$ cat src/include/learn_consts.svh
`ifndef LEARN_CONSTS_SVH
`define LEARN_CONSTS_SVH

// ====================
// array geometry
// ====================
`define LRN_LANES        16
`define LRN_ROWS         7
`define LRN_LANE_BITS    4
`define LRN_ROW_BITS     3

// ====================
// data widths
// ====================
`define LRN_WBITS        8
// seven 8-bit weights fit without wrap
`define LRN_SUMBITS      12
`define LRN_DELTA_BITS   2
`define LRN_OP_BITS      2

// partial sums formed in the first adder stage
`define LRN_ACC_PARTS    3

// ====================
// flow control
// ====================
// host credits, also depth of both FIFOs
`define LRN_CMD_CREDITS  4
// sink credits held by the egress after reset
`define LRN_RESP_CREDITS 4

`endif

$ cat src/hdl/learn_pkg.sv
`include "learn_consts.svh"

package learn_pkg;

    // ====================
    // scalar types
    // ====================
    typedef logic signed [`LRN_WBITS-1:0]   weight_t;
    typedef logic signed [`LRN_SUMBITS-1:0] sum_t;
    typedef logic [`LRN_LANE_BITS-1:0]      lane_t;
    typedef logic [`LRN_ROW_BITS-1:0]       row_t;
    // lane i delta sits in bits 2i+1:2i
    typedef logic [`LRN_DELTA_BITS*`LRN_LANES-1:0] delta_vec_t;
    typedef logic [`LRN_ROWS-1:0]           spike_t;

    typedef enum logic [`LRN_OP_BITS-1:0] {
        OP_SET   = 2'd0,
        OP_INC   = 2'd1,
        OP_READ  = 2'd2,
        OP_INFER = 2'd3
    } op_t;

    // ====================
    // bundles
    // ====================
    // data: SET weight in low byte, INC deltas, INFER mask in low bits
    typedef struct packed {
        op_t        op;
        lane_t      lane;
        row_t       row;
        delta_vec_t data;
    } cmd_t;

    typedef weight_t [`LRN_ROWS-1:0] row_vec_t;

    typedef struct packed {
        logic     valid;
        op_t      op;
        weight_t  old_weight;
        row_vec_t lane_row;
        spike_t   mask;
    } stage_t;

    typedef struct packed {
        op_t  op;
        sum_t value;
    } resp_t;

endpackage : learn_pkg

$ cat src/hdl/cmd_ingress.sv
`timescale 1ns/1ps
`include "learn_consts.svh"

module cmd_ingress (
    input  logic            clk,
    input  logic            rstb,
    input  logic            cmd_valid,
    input  learn_pkg::cmd_t cmd,
    output logic            exec,
    output learn_pkg::cmd_t issue_cmd
);

    localparam int DEPTH = `LRN_CMD_CREDITS;
    localparam int AW    = $clog2(DEPTH);

    learn_pkg::cmd_t mem [DEPTH];
    logic [AW-1:0]   wr_ptr;
    logic [AW-1:0]   rd_ptr;
    logic [AW:0]     count;

    logic            empty;
    logic            can_pop;
    logic            push;
    logic            pop_mem;
    learn_pkg::cmd_t head;

    assign empty = (count == '0);

    // one idle cycle after every issue
    assign can_pop = !exec && (!empty || cmd_valid);

    // empty FIFO hands the incoming command straight through
    assign head    = empty ? cmd : mem[rd_ptr];
    assign push    = cmd_valid && !(can_pop && empty);
    assign pop_mem = can_pop && !empty;

    // ====================
    // storage
    // ====================
    always_ff @(posedge clk) begin
        if (push) begin
            mem[wr_ptr] <= cmd;
        end
    end

    always_ff @(posedge clk or negedge rstb) begin
        if (!rstb) begin
            wr_ptr <= '0;
            rd_ptr <= '0;
            count  <= '0;
            exec   <= 1'b0;
        end else begin
            if (push) begin
                wr_ptr <= wr_ptr + 1'b1;
            end
            if (pop_mem) begin
                rd_ptr <= rd_ptr + 1'b1;
            end
            count <= count + (AW+1)'(push) - (AW+1)'(pop_mem);
            exec  <= can_pop;
        end
    end

    // ====================
    // issue register
    // ====================
    always_ff @(posedge clk) begin
        if (can_pop) begin
            issue_cmd <= head;
        end
    end

    // host sent more commands than it had credits for
    a_no_overflow: assert property (
        @(posedge clk) disable iff (!rstb)
        cmd_valid |-> (count != DEPTH)
    );

    a_exec_spaced: assert property (
        @(posedge clk) disable iff (!rstb)
        exec |=> !exec
    );

endmodule : cmd_ingress

$ cat src/hdl/weight_manager.sv
`timescale 1ns/1ps
`include "learn_consts.svh"

module weight_manager (
    input  logic              clk,
    input  logic              rstb,
    input  logic              exec,
    input  learn_pkg::cmd_t   cmd,
    output learn_pkg::stage_t stage_out
);

    typedef enum logic {READY, HALT} mgr_state_t;

    mgr_state_t state;

    learn_pkg::weight_t  weights  [`LRN_LANES][`LRN_ROWS];
    learn_pkg::weight_t  next_row [`LRN_LANES];
    learn_pkg::row_vec_t sel_row;
    learn_pkg::weight_t  old_weight;
    learn_pkg::row_t     row_idx;

    logic row_ok;
    logic accept;
    logic wr_en;

    logic                st_valid;
    learn_pkg::op_t      st_op;
    learn_pkg::weight_t  st_old;
    learn_pkg::row_vec_t st_row;
    learn_pkg::spike_t   st_mask;

    // row 7 does not exist, treat as no-op with old value 0
    assign row_ok  = (cmd.row < `LRN_ROWS);
    assign row_idx = row_ok ? cmd.row : '0;
    assign accept  = exec && (state == READY);
    assign wr_en   = accept && row_ok && (cmd.op == learn_pkg::OP_SET ||
                                          cmd.op == learn_pkg::OP_INC);

    // ====================
    // readout
    // ====================
    always_comb begin
        for (int r = 0; r < `LRN_ROWS; r++) begin
            sel_row[r] = weights[cmd.lane][r];
        end
    end

    assign old_weight = row_ok ? weights[cmd.lane][row_idx] : '0;

    // ====================
    // update values
    // ====================
    always_comb begin
        for (int i = 0; i < `LRN_LANES; i++) begin
            if (cmd.op == learn_pkg::OP_INC) begin
                // wraps at 8 bits
                next_row[i] = weights[i][row_idx] +
                              $signed(cmd.data[`LRN_DELTA_BITS*i +: `LRN_DELTA_BITS]);
            end else if (i == int'(cmd.lane)) begin
                next_row[i] = learn_pkg::weight_t'(cmd.data[`LRN_WBITS-1:0]);
            end else begin
                next_row[i] = weights[i][row_idx];
            end
        end
    end

    always_ff @(posedge clk or negedge rstb) begin
        if (!rstb) begin
            state <= READY;
            for (int i = 0; i < `LRN_LANES; i++) begin
                for (int r = 0; r < `LRN_ROWS; r++) begin
                    weights[i][r] <= '0;
                end
            end
        end else begin
            case (state)
                READY: if (exec) state <= HALT;
                HALT:  if (!exec) state <= READY;
                default: state <= READY;
            endcase
            if (wr_en) begin
                for (int i = 0; i < `LRN_LANES; i++) begin
                    weights[i][row_idx] <= next_row[i];
                end
            end
        end
    end

    // ====================
    // stage register
    // ====================
    always_ff @(posedge clk or negedge rstb) begin
        if (!rstb) begin
            st_valid <= 1'b0;
        end else begin
            st_valid <= accept;
        end
    end

    always_ff @(posedge clk) begin
        if (accept) begin
            st_op   <= cmd.op;
            st_old  <= old_weight;
            st_row  <= sel_row;
            st_mask <= cmd.data[`LRN_ROWS-1:0];
        end
    end

    assign stage_out = '{valid: st_valid, op: st_op, old_weight: st_old,
                         lane_row: st_row, mask: st_mask};

    // ingress pacing keeps exec away from HALT
    a_no_exec_in_halt: assert property (
        @(posedge clk) disable iff (!rstb)
        (state == HALT) |-> !exec
    );

endmodule : weight_manager

$ cat src/hdl/lane_accumulator.sv
`timescale 1ns/1ps
`include "learn_consts.svh"

module lane_accumulator (
    input  logic              clk,
    input  logic              rstb,
    input  learn_pkg::stage_t stage_in,
    output logic              resp_valid_out,
    output learn_pkg::resp_t  resp_out
);

    localparam int PARTS = `LRN_ACC_PARTS;
    localparam int GROUP = (`LRN_ROWS + PARTS - 1) / PARTS;

    learn_pkg::sum_t    part_d [PARTS];
    learn_pkg::sum_t    part_q [PARTS];
    learn_pkg::sum_t    total;

    logic               s1_valid;
    learn_pkg::op_t     s1_op;
    learn_pkg::weight_t s1_old;

    // ====================
    // stage one
    // ====================
    // rows 0-2, 3-5, 6
    always_comb begin
        for (int p = 0; p < PARTS; p++) begin
            part_d[p] = '0;
        end
        for (int r = 0; r < `LRN_ROWS; r++) begin
            if (stage_in.mask[r]) begin
                part_d[r / GROUP] = part_d[r / GROUP] + stage_in.lane_row[r];
            end
        end
    end

    always_ff @(posedge clk or negedge rstb) begin
        if (!rstb) begin
            s1_valid <= 1'b0;
        end else begin
            s1_valid <= stage_in.valid;
        end
    end

    always_ff @(posedge clk) begin
        if (stage_in.valid) begin
            s1_op  <= stage_in.op;
            s1_old <= stage_in.old_weight;
            part_q <= part_d;
        end
    end

    // ====================
    // stage two
    // ====================
    always_comb begin
        total = '0;
        for (int p = 0; p < PARTS; p++) begin
            total = total + part_q[p];
        end
    end

    always_ff @(posedge clk or negedge rstb) begin
        if (!rstb) begin
            resp_valid_out <= 1'b0;
        end else begin
            resp_valid_out <= s1_valid;
        end
    end

    // non-infer ops report the old weight, sign extended
    always_ff @(posedge clk) begin
        if (s1_valid) begin
            resp_out.op    <= s1_op;
            resp_out.value <= (s1_op == learn_pkg::OP_INFER) ? total
                                                             : learn_pkg::sum_t'(s1_old);
        end
    end

endmodule : lane_accumulator

$ cat src/hdl/resp_egress.sv
`timescale 1ns/1ps
`include "learn_consts.svh"

module resp_egress (
    input  logic             clk,
    input  logic             rstb,
    input  logic             in_valid,
    input  learn_pkg::resp_t resp_in,
    input  logic             resp_credit,
    output logic             resp_valid,
    output learn_pkg::resp_t resp
);

    localparam int DEPTH = `LRN_CMD_CREDITS;
    localparam int AW    = $clog2(DEPTH);
    localparam int CRW   = $clog2(`LRN_RESP_CREDITS) + 1;

    learn_pkg::resp_t mem [DEPTH];
    logic [AW-1:0]    wr_ptr;
    logic [AW-1:0]    rd_ptr;
    logic [AW:0]      count;
    logic [CRW-1:0]   credits;
    logic             send;

    // head goes out whenever a sink credit is held
    assign send       = (count != '0) && (credits != '0);
    assign resp_valid = send;
    assign resp       = mem[rd_ptr];

    always_ff @(posedge clk) begin
        if (in_valid) begin
            mem[wr_ptr] <= resp_in;
        end
    end

    always_ff @(posedge clk or negedge rstb) begin
        if (!rstb) begin
            wr_ptr  <= '0;
            rd_ptr  <= '0;
            count   <= '0;
            credits <= CRW'(`LRN_RESP_CREDITS);
        end else begin
            if (in_valid) begin
                wr_ptr <= wr_ptr + 1'b1;
            end
            if (send) begin
                rd_ptr <= rd_ptr + 1'b1;
            end
            count   <= count + (AW+1)'(in_valid) - (AW+1)'(send);
            credits <= credits + CRW'(resp_credit) - CRW'(send);
        end
    end

    // ====================
    // checks
    // ====================
    // host credit limit should keep this FIFO from filling
    a_no_overflow: assert property (
        @(posedge clk) disable iff (!rstb)
        in_valid |-> (count != DEPTH)
    );

    a_credit_bound: assert property (
        @(posedge clk) disable iff (!rstb)
        credits <= CRW'(`LRN_RESP_CREDITS)
    );

endmodule : resp_egress

$ cat src/hdl/learn_engine_top.sv
`timescale 1ns/1ps
`include "learn_consts.svh"

module learn_engine_top (
    input  logic             clk,
    input  logic             rstb,
    input  logic             cmd_valid,
    input  learn_pkg::cmd_t  cmd,
    input  logic             resp_credit,
    output logic             resp_valid,
    output learn_pkg::resp_t resp
);

    logic              exec;
    learn_pkg::cmd_t   issue_cmd;
    learn_pkg::stage_t stage;
    logic              acc_valid;
    learn_pkg::resp_t  acc_resp;

    // ====================
    // pipeline
    // ====================
    cmd_ingress u_ingress (
        .clk       (clk),
        .rstb      (rstb),
        .cmd_valid (cmd_valid),
        .cmd       (cmd),
        .exec      (exec),
        .issue_cmd (issue_cmd)
    );

    weight_manager u_weights (
        .clk       (clk),
        .rstb      (rstb),
        .exec      (exec),
        .cmd       (issue_cmd),
        .stage_out (stage)
    );

    lane_accumulator u_accum (
        .clk            (clk),
        .rstb           (rstb),
        .stage_in       (stage),
        .resp_valid_out (acc_valid),
        .resp_out       (acc_resp)
    );

    resp_egress u_egress (
        .clk         (clk),
        .rstb        (rstb),
        .in_valid    (acc_valid),
        .resp_in     (acc_resp),
        .resp_credit (resp_credit),
        .resp_valid  (resp_valid),
        .resp        (resp)
    );

endmodule : learn_engine_top

$ cat config.mk
export PLATFORM = sky130hd
export DESIGN_NAME = learn_engine_top
export DESIGN_NICKNAME = d
export VERILOG_FILES = /design/src/hdl/learn_pkg.sv /design/src/hdl/cmd_ingress.sv /design/src/hdl/weight_manager.sv /design/src/hdl/lane_accumulator.sv /design/src/hdl/resp_egress.sv /design/src/hdl/learn_engine_top.sv
export VERILOG_INCLUDE_DIRS = /design/src /design/src/include
export SDC_FILE = /design/constraint.sdc
export NUM_CORES = 2
export LEC_CHECK = 0
export ABC_AREA = 0
export BUFFER_PORTS_ARGS = -buffer_cell sky130_fd_sc_hd__buf_2
export CORE_MARGIN = 3
export CORE_UTILIZATION = 55
export CTS_CLUSTER_DIAMETER = 100
export DETAILED_ROUTE_END_ITERATION = 10
export GPL_ROUTABILITY_DRIVEN = 1
export PLACE_DENSITY = 0.68
export SLEW_MARGIN = 5
export SYNTH_ARGS = -nofsm -noshare
export SYNTH_HDL_FRONTEND = slang
export SYNTH_SLANG_ARGS = --single-unit
$ cat constraint.sdc
create_clock -name clk -period 7.6 [get_ports clk]
set_clock_uncertainty 0.15 [all_clocks]
set_input_delay 1.52 -clock clk [delete_from_list [all_inputs] [get_ports clk]]
set_output_delay 1.52 -clock clk [all_outputs]
set_load 0.03 [all_outputs]
# Word level (Yosys, flattened, before mapping)
# Memories as Yosys holds them, arrays and structs flattened.
# Index checks and enable logic that the tools add are counted.
[op_classes]
n_addsub = 32
order_cmp = 4
eq_ne = 17
n_mux = 118
bitwise_logic = 3
reduce_logical = 19
[op_table]
columns = ["operator", "count"]
rows = [
  ["$bwmux W56", 16],
  ["$mux W8", 67],
  ["$bmux W8 S3", 17],
  ["$bmux W56 S4", 1],
  ["$add A8 B2 Y8", 16],
  ["$mux W56", 2],
  ["$mux W12", 7],
  ["$add A12 B8 Y12", 5],
  ["$mux W41", 1],
  ["$eq A4 B4 Y1 const A", 8],
  ["$demux W8 S3", 1],
  ["$eq A3 B4 Y1 const A", 4],
  ["$add A12 B12 Y12", 1],
  ["$add A3 B1 Y3", 3],
  ["$logic_and A1 B1 Y1", 9],
  ["$sub A3 B1 Y3", 3],
  ["$add A2 B1 Y2 const B", 4],
  ["$eq A2 B4 Y1 const A", 2],
  ["$reduce_bool A3 Y1", 2],
  ["$ge A5 B5 Y1 const B", 1],
  ["$mux W1", 5],
  ["$not A4 Y5", 1],
  ["$eq A1 B4 Y1 const A", 1],
  ["$ge A4 B4 Y1 const B", 1],
  ["other kinds (12)", 15],
]
[totals]
regBits = 1088
ramBits = 220
input_bits = 45
output_inout_bits = 15
elab_cells = 340
n_memories = 2
[mem_list]
columns = ["memory", "words", "word_bits", "rd", "rd_clocked_by_memory_dff", "write_ports", "line", "text"]
rows = [
  ["u_ingress.mem", 4, 41, 1, 0, 1, "cmd_ingress.sv:16", "learn_pkg::cmd_t mem [DEPTH];"],
  ["u_egress.mem", 4, 14, 1, 0, 1, "resp_egress.sv:18", "learn_pkg::resp_t mem [DEPTH];"],
]

# Depth between registers and ports, before layout
[depth]
word_depth = 9
depth_mapped = 21
mapped_depth_nobuf = 20

# Modules after synthesis
# Synthesis repeated with hierarchy kept, for this count alone.
[hier_totals]
cells_unflattened = 6273
area_unflattened_um2 = 72188.0
[by_module_without_submodules]
columns = ["module", "n_inst", "cells_per_inst", "area_per_inst_um2", "seq_area_each_um2"]
rows = [
  ["weight_manager", 1, 5242, 56608.0, 24663.7],
  ["cmd_ingress", 1, 426, 8084.0, 6356.1],
  ["lane_accumulator", 1, 487, 4909.7, 1731.7],
  ["resp_egress", 1, 118, 2586.2, 1933.1],
]

# Worst setup path before layout
# OpenSTA, ideal clock, no wires.
[synth_timing]
path_type = "register to register"
from = "register u_ingress.exec"
to = "register u_weights.weights[224] in the netlist's numbering"
setup_ns = 0.125
arrival_time_ns = 5.260
required_ns = 7.325
setup_slack_ns = 2.065
path_stages_with_launch = 7
path_buffers = 2
period_less_slack_ns = 5.535
path_cell_list = "dfrtp_1 nor2b_1 nor3b_2 nand3_1 buf_2 buf_2 mux2_2"
[synth_via]
elab_chain_cells = 3
[synth_rtl]
columns = ["item", "line", "text"]
rows = [
  ["from (decl)", "cmd_ingress.sv:9", "output logic exec,"],
  ["from (signal assigned)", "cmd_ingress.sv:60", "exec <= can_pop;"],
  ["$logic_and A1 B1 Y1", "weight_manager.sv:35", "assign accept = exec && (state == READY);"],
  ["named net u_weights.accept", "weight_manager.sv:23", "logic accept;"],
  ["$logic_and A1 B1 Y1 (2 in series)", "weight_manager.sv:36", "assign wr_en = accept && row_ok && (cmd.op == learn_pkg::OP_SET ||"],
  ["to (signal, indexed assignment)", "weight_manager.sv:83", "weights[i][row_idx] <= next_row[i];"],
  ["to (decl)", "weight_manager.sv:16", "learn_pkg::weight_t weights [`LRN_LANES][`LRN_ROWS];"],
]
# The timed path passes the listed nets, and every way through them passes these cells.
# A chain may end at the register's enable or synchronous reset.

# Final worst setup path
[layout_timing]
from = "register, netlist name u_ingress.issue_cmd[34]"
to = "register u_weights.weights[591] in the netlist's numbering"
[layout_via]
elab_chain_cells = 9
elab_cells_between_ends = 17
classes_between = "add/sub: 1; order compare: 3; mux: 9; bitwise: 1; reduce/logical: 3"
[layout_rtl]
columns = ["item", "line", "text"]
rows = [
  ["$lt A3 B3 Y1 (no line)", "n/a", ""],
  ["$mux W3", "weight_manager.sv:34", "assign row_idx = row_ok ? cmd.row : '0;"],
  ["$not A3 Y4 (not written as such)", "weight_manager.sv:57, weight_manager.sv:62, weight_manager.sv:83", ""],
  ["$bmux W8 S3", "weight_manager.sv:57, weight_manager.sv:62", ""],
  ["$mux W8 (not written as such) (2 in series)", "weight_manager.sv:57, weight_manager.sv:62", ""],
  ["$add A8 B2 Y8 or $mux W8 (tied branches)", "weight_manager.sv:57, weight_manager.sv:59", ""],
  ["$mux W8", "weight_manager.sv:55", "if (cmd.op == learn_pkg::OP_INC) begin"],
  ["$bwmux W56", "weight_manager.sv:83", ""],
]
# Parallel ways exist; a longest one is shown, timed or not. The select of a mux whose other input is x is not followed.

==> impl_results.md <==
* Run status: complete, no violations
* Placeable core area at 0.1306 mm²
* Tcrit/Tclk final at 0.6931
* Maximum fanout along the worst path at 61
* Initial antenna violation count at 13
* Post-cts hold buffer count at 0
* Count of final setup violators at 0
* Startpoint of the worst-slack reg-to-reg timing path: u_ingress.issue_cmd[34]
* Number of warnings issued by yosys at 0
* M3 GR Usage at 0.08062
* Final period demand of the worst path at 5268 ps
* Number of top-level design ports at 60
* TNS Setup at 0 ps
* Syn Nets at 6,231
* Via density per instance at 6.623
* Distinct cell type count after synthesis at 81
* TritonCTS clock tree: built
* Total Die Area at 0.1370 mm²
* EDFF count, synth at 390
* Fill cell total of the finished layout at 10,330
* Final RePlAce weighted congestion at 0.9315
* Number of H-tree levels at 4
* Post-CTS setup buffer count at 0
* Most congested layer reported by global routing: met2
* End of the worst register-to-register path: u_weights.weights[591]
* Worst Path Arrival at 5830 ps
* Cell count of the worst reg-to-reg path at 14
* Height of the die at 370.2 µm
* GRT Util Overall at 0.3175
* Detailed placement HPWL at 148,100 µm
* Hold path start: u_weights.st_old[2]
* Commonest cells in the synthesized netlist: sky130_fd_sc_hd__dfrtp_1 (917), sky130_fd_sc_hd__mux2_2 (877), sky130_fd_sc_hd__nand2_1 (726), sky130_fd_sc_hd__edfxtp_1 (390), sky130_fd_sc_hd__a21oi_1 (347)
* DIE WIDTH at 370.2 µm
* Remaining number of nets flagged by the antenna check after routing at 0
* Vias in the first global route at 49,620
* Count of cells resized by post-cts repair at 0
* Sort of element at the end of the critical path: flop
* Leading cell types by total area after synthesis: sky130_fd_sc_hd__dfrtp_1 (31%), sky130_fd_sc_hd__edfxtp_1 (16%), sky130_fd_sc_hd__mux2_2 (14%)
* Ys async rst share at 0.7018
* Clock-pin slew reported for the worst setup and hold paths after clock tree synthesis at 60 ps
* Routed WL at 216,800 µm
* First DRT Iteration DRCs at 5,669
* Ratio of cells with drive above 1 in the final layout at 0.2912
* Most used flip-flop cell after synthesis: sky130_fd_sc_hd__dfrtp_1
* Number of maximum-capacitance violations at 0
* M2 GR Usage at 0.4676
* Total via count in the routed design at 51,060
* Mean instance size in the synthesized netlist at 12.19 µm²
* Number of clock buffers inserted by TritonCTS at 144
* Hold path depth at 0
* Grt total ovfl at 0
* Post-Syn Instances at 5,983
* Starting density of the core at 0.5584
* Maximum frequency from static timing analysis at 189.8 MHz
* Number of synthesized register bits at 1,308
* Number of placement rows at 132
* Worst Setup SP: u_ingress.issue_cmd[34]
* FF-to-FF setup slack at 2330 ps
* Source-to-sink clock delay at the later pin of the worst-skew pair at 790 ps
* Number of design rule violations left after detail routing at 0
* Tightest Hold Check Type: reg2reg
* Area leader, netlist: sky130_fd_sc_hd__dfrtp_1
* Number of max-slew violations in the final report at 0
* Largest net degree at the start of global routing at 189
* Final hold violations at 0
* Port-buffer cells at 59
* Number of nets in the layout at 6,091
* Layout-stage area growth over the synthesis result at 8.492%
* Worst path required time at 8160 ps
* Area share of the largest cell type after synthesis at 0.3146
* Startpoint class of the critical path: flop
* Average detailed-routed wire length per instance at 28.12 µm
* Share of the yosys chip area belonging to registers at 0.4755
* Slew of the pin with the lowest slew margin at 1235 ps
* Clock tree root buffer cell: sky130_fd_sc_hd__clkbuf_16
* Count of clock tree sinks at 1,308
* Area of the mapped netlist at 0.07294 mm²
* Most frequent cell after synthesis: sky130_fd_sc_hd__dfrtp_1
* Setup repair after global routing missed its margin: no
* Met1 track utilization from global routing at 0.4414
* First-pass GRT wire length at 325,900 µm
* Pre-antenna DRT Iters at 6
* Category of the critical setup timing path: reg2reg
* Number of buffers on the longest clock path at 3
* Max-slew headroom at 0.1768
* Hold endpoint: u_accum.s1_old[2]
[stage by stage]
step | setup WS, ps | util | instances | cell area, µm² | hold WS, ps
floorplan | 2065 | - | 5983 | 72950 | 250.3
global placement | 2575 | 0.5694 | 7439 | 74390 | 255.2
detailed placement | 2456 | 0.5694 | 7439 | 74390 | 255.2
CTS | 2408 | 0.6057 | 7703 | 79120 | 263.0
global route | 2143 | 0.6057 | 7703 | 79120 | 285.2
finish | 2332 | 0.6058 | 7709 | 79140 | 266.8
[sequential cells by signal (all words and copies together), names as in the netlist, 3 cells and up]
| name | flops |
|---|---|
| u_egress.credits | 3 |
| u_egress.mem | 56 |
| u_accum.part_q | 32 |
| u_weights.st_mask | 7 |
| u_egress.count | 3 |
| u_accum.s1_old | 8 |
| u_weights.st_old | 8 |
| u_accum.resp_out | 14 |
| u_ingress.mem | 164 |
| u_weights.stage_out | 56 |
| u_ingress.count | 3 |
| u_weights.weights | 896 |
| u_ingress.issue_cmd | 41 |
[worst max path at each step]
stage	slack [ps]	endpoint	depth (start not counted)
6_report	2330	u_weights.weights[591]	14
3_3_place_gp	2580	u_weights.weights[583]	14
4_1_cts	2410	u_weights.weights[599]	14
2_1_floorplan	2070	u_weights.weights[224]	6
5_1_grt	2140	u_weights.weights[599]	14
3_5_place_dp	2460	u_weights.weights[591]	14
[cell families after synthesis]
kind of cell,count (synthesis),share of synthesized area
AO/OA/AOI/OAI,1345,0.1161
XOR/XNOR,156,0.01873
buffers and inverters,549,0.03331
adder cells (fa/ha/maj),207,0.03899
multiplexers,1301,0.2534
flip-flops,1308,0.4755
AND/OR/NAND/NOR,1117,0.06396
[cell usage in the layout, fill, tap and decap left out, drive strengths merged, types with 5 or more instances in the layout]
cell	instances
nor2b	26
nand2b	28
a21o	59
or2	7
edfxtp	390
a31oi	19
o31ai	47
mux2i	87
xor2	53
clkinv	48
o22ai	247
a2bb2oi	36
a21oi	367
dfrtp	917
xnor2	103
buf	148
and3	5
mux4	337
nand3	8
a22o	8
mux2	877
inv	122
diode	6
a22oi	87
a211oi	44
o211ai	6
fa	35
nor2	240
o21a	7
o22a	18
o211a	7
o21ai	369
bufinv	7
nand2	726
nor3	14
ha	168
clkbuf	199
and2	43
[worst max-delay path, cell delays in order, from the launching register on]
cell	delay, ps
sky130_fd_sc_hd__edfxtp_1	590
sky130_fd_sc_hd__nand2_4	750
sky130_fd_sc_hd__buf_4	470
sky130_fd_sc_hd__o22ai_1	130
sky130_fd_sc_hd__nand2_1	90
sky130_fd_sc_hd__o21ai_0	110
sky130_fd_sc_hd__a22oi_1	820
sky130_fd_sc_hd__ha_1	440
sky130_fd_sc_hd__a21oi_1	140
sky130_fd_sc_hd__o21ai_0	180
sky130_fd_sc_hd__a21o_1	240
sky130_fd_sc_hd__a21oi_1	170
sky130_fd_sc_hd__xnor2_1	90
sky130_fd_sc_hd__a21oi_1	510
sky130_fd_sc_hd__mux2_2	260
[per-layer routing]
layer | up-vias | part of all wire
met5 | - | 0.00044
met1 | 26050 | 0.41
met3 | 503 | 0.10
li1 | 22020 | -
met4 | 12 | 0.054
met2 | 2476 | 0.44
[cell type report]
class	instances	area (µm²)	share of cell area
multi-input cells	4126	35960	0.4543
flip-flops and latches	1308	34690	0.4383
clock buffers	199	4053	0.05121
well taps	1742	2180	0.02754
repair buffers	148	1136	0.01436
clock inverters	65	680.7	0.008601
inverters	115	431.7	0.005454
diodes	6	15.01	0.0001897
Power is left out: the tool's default activity adds up to more than one toggle a clock period on the data nets, which glitch-free logic cannot reach.
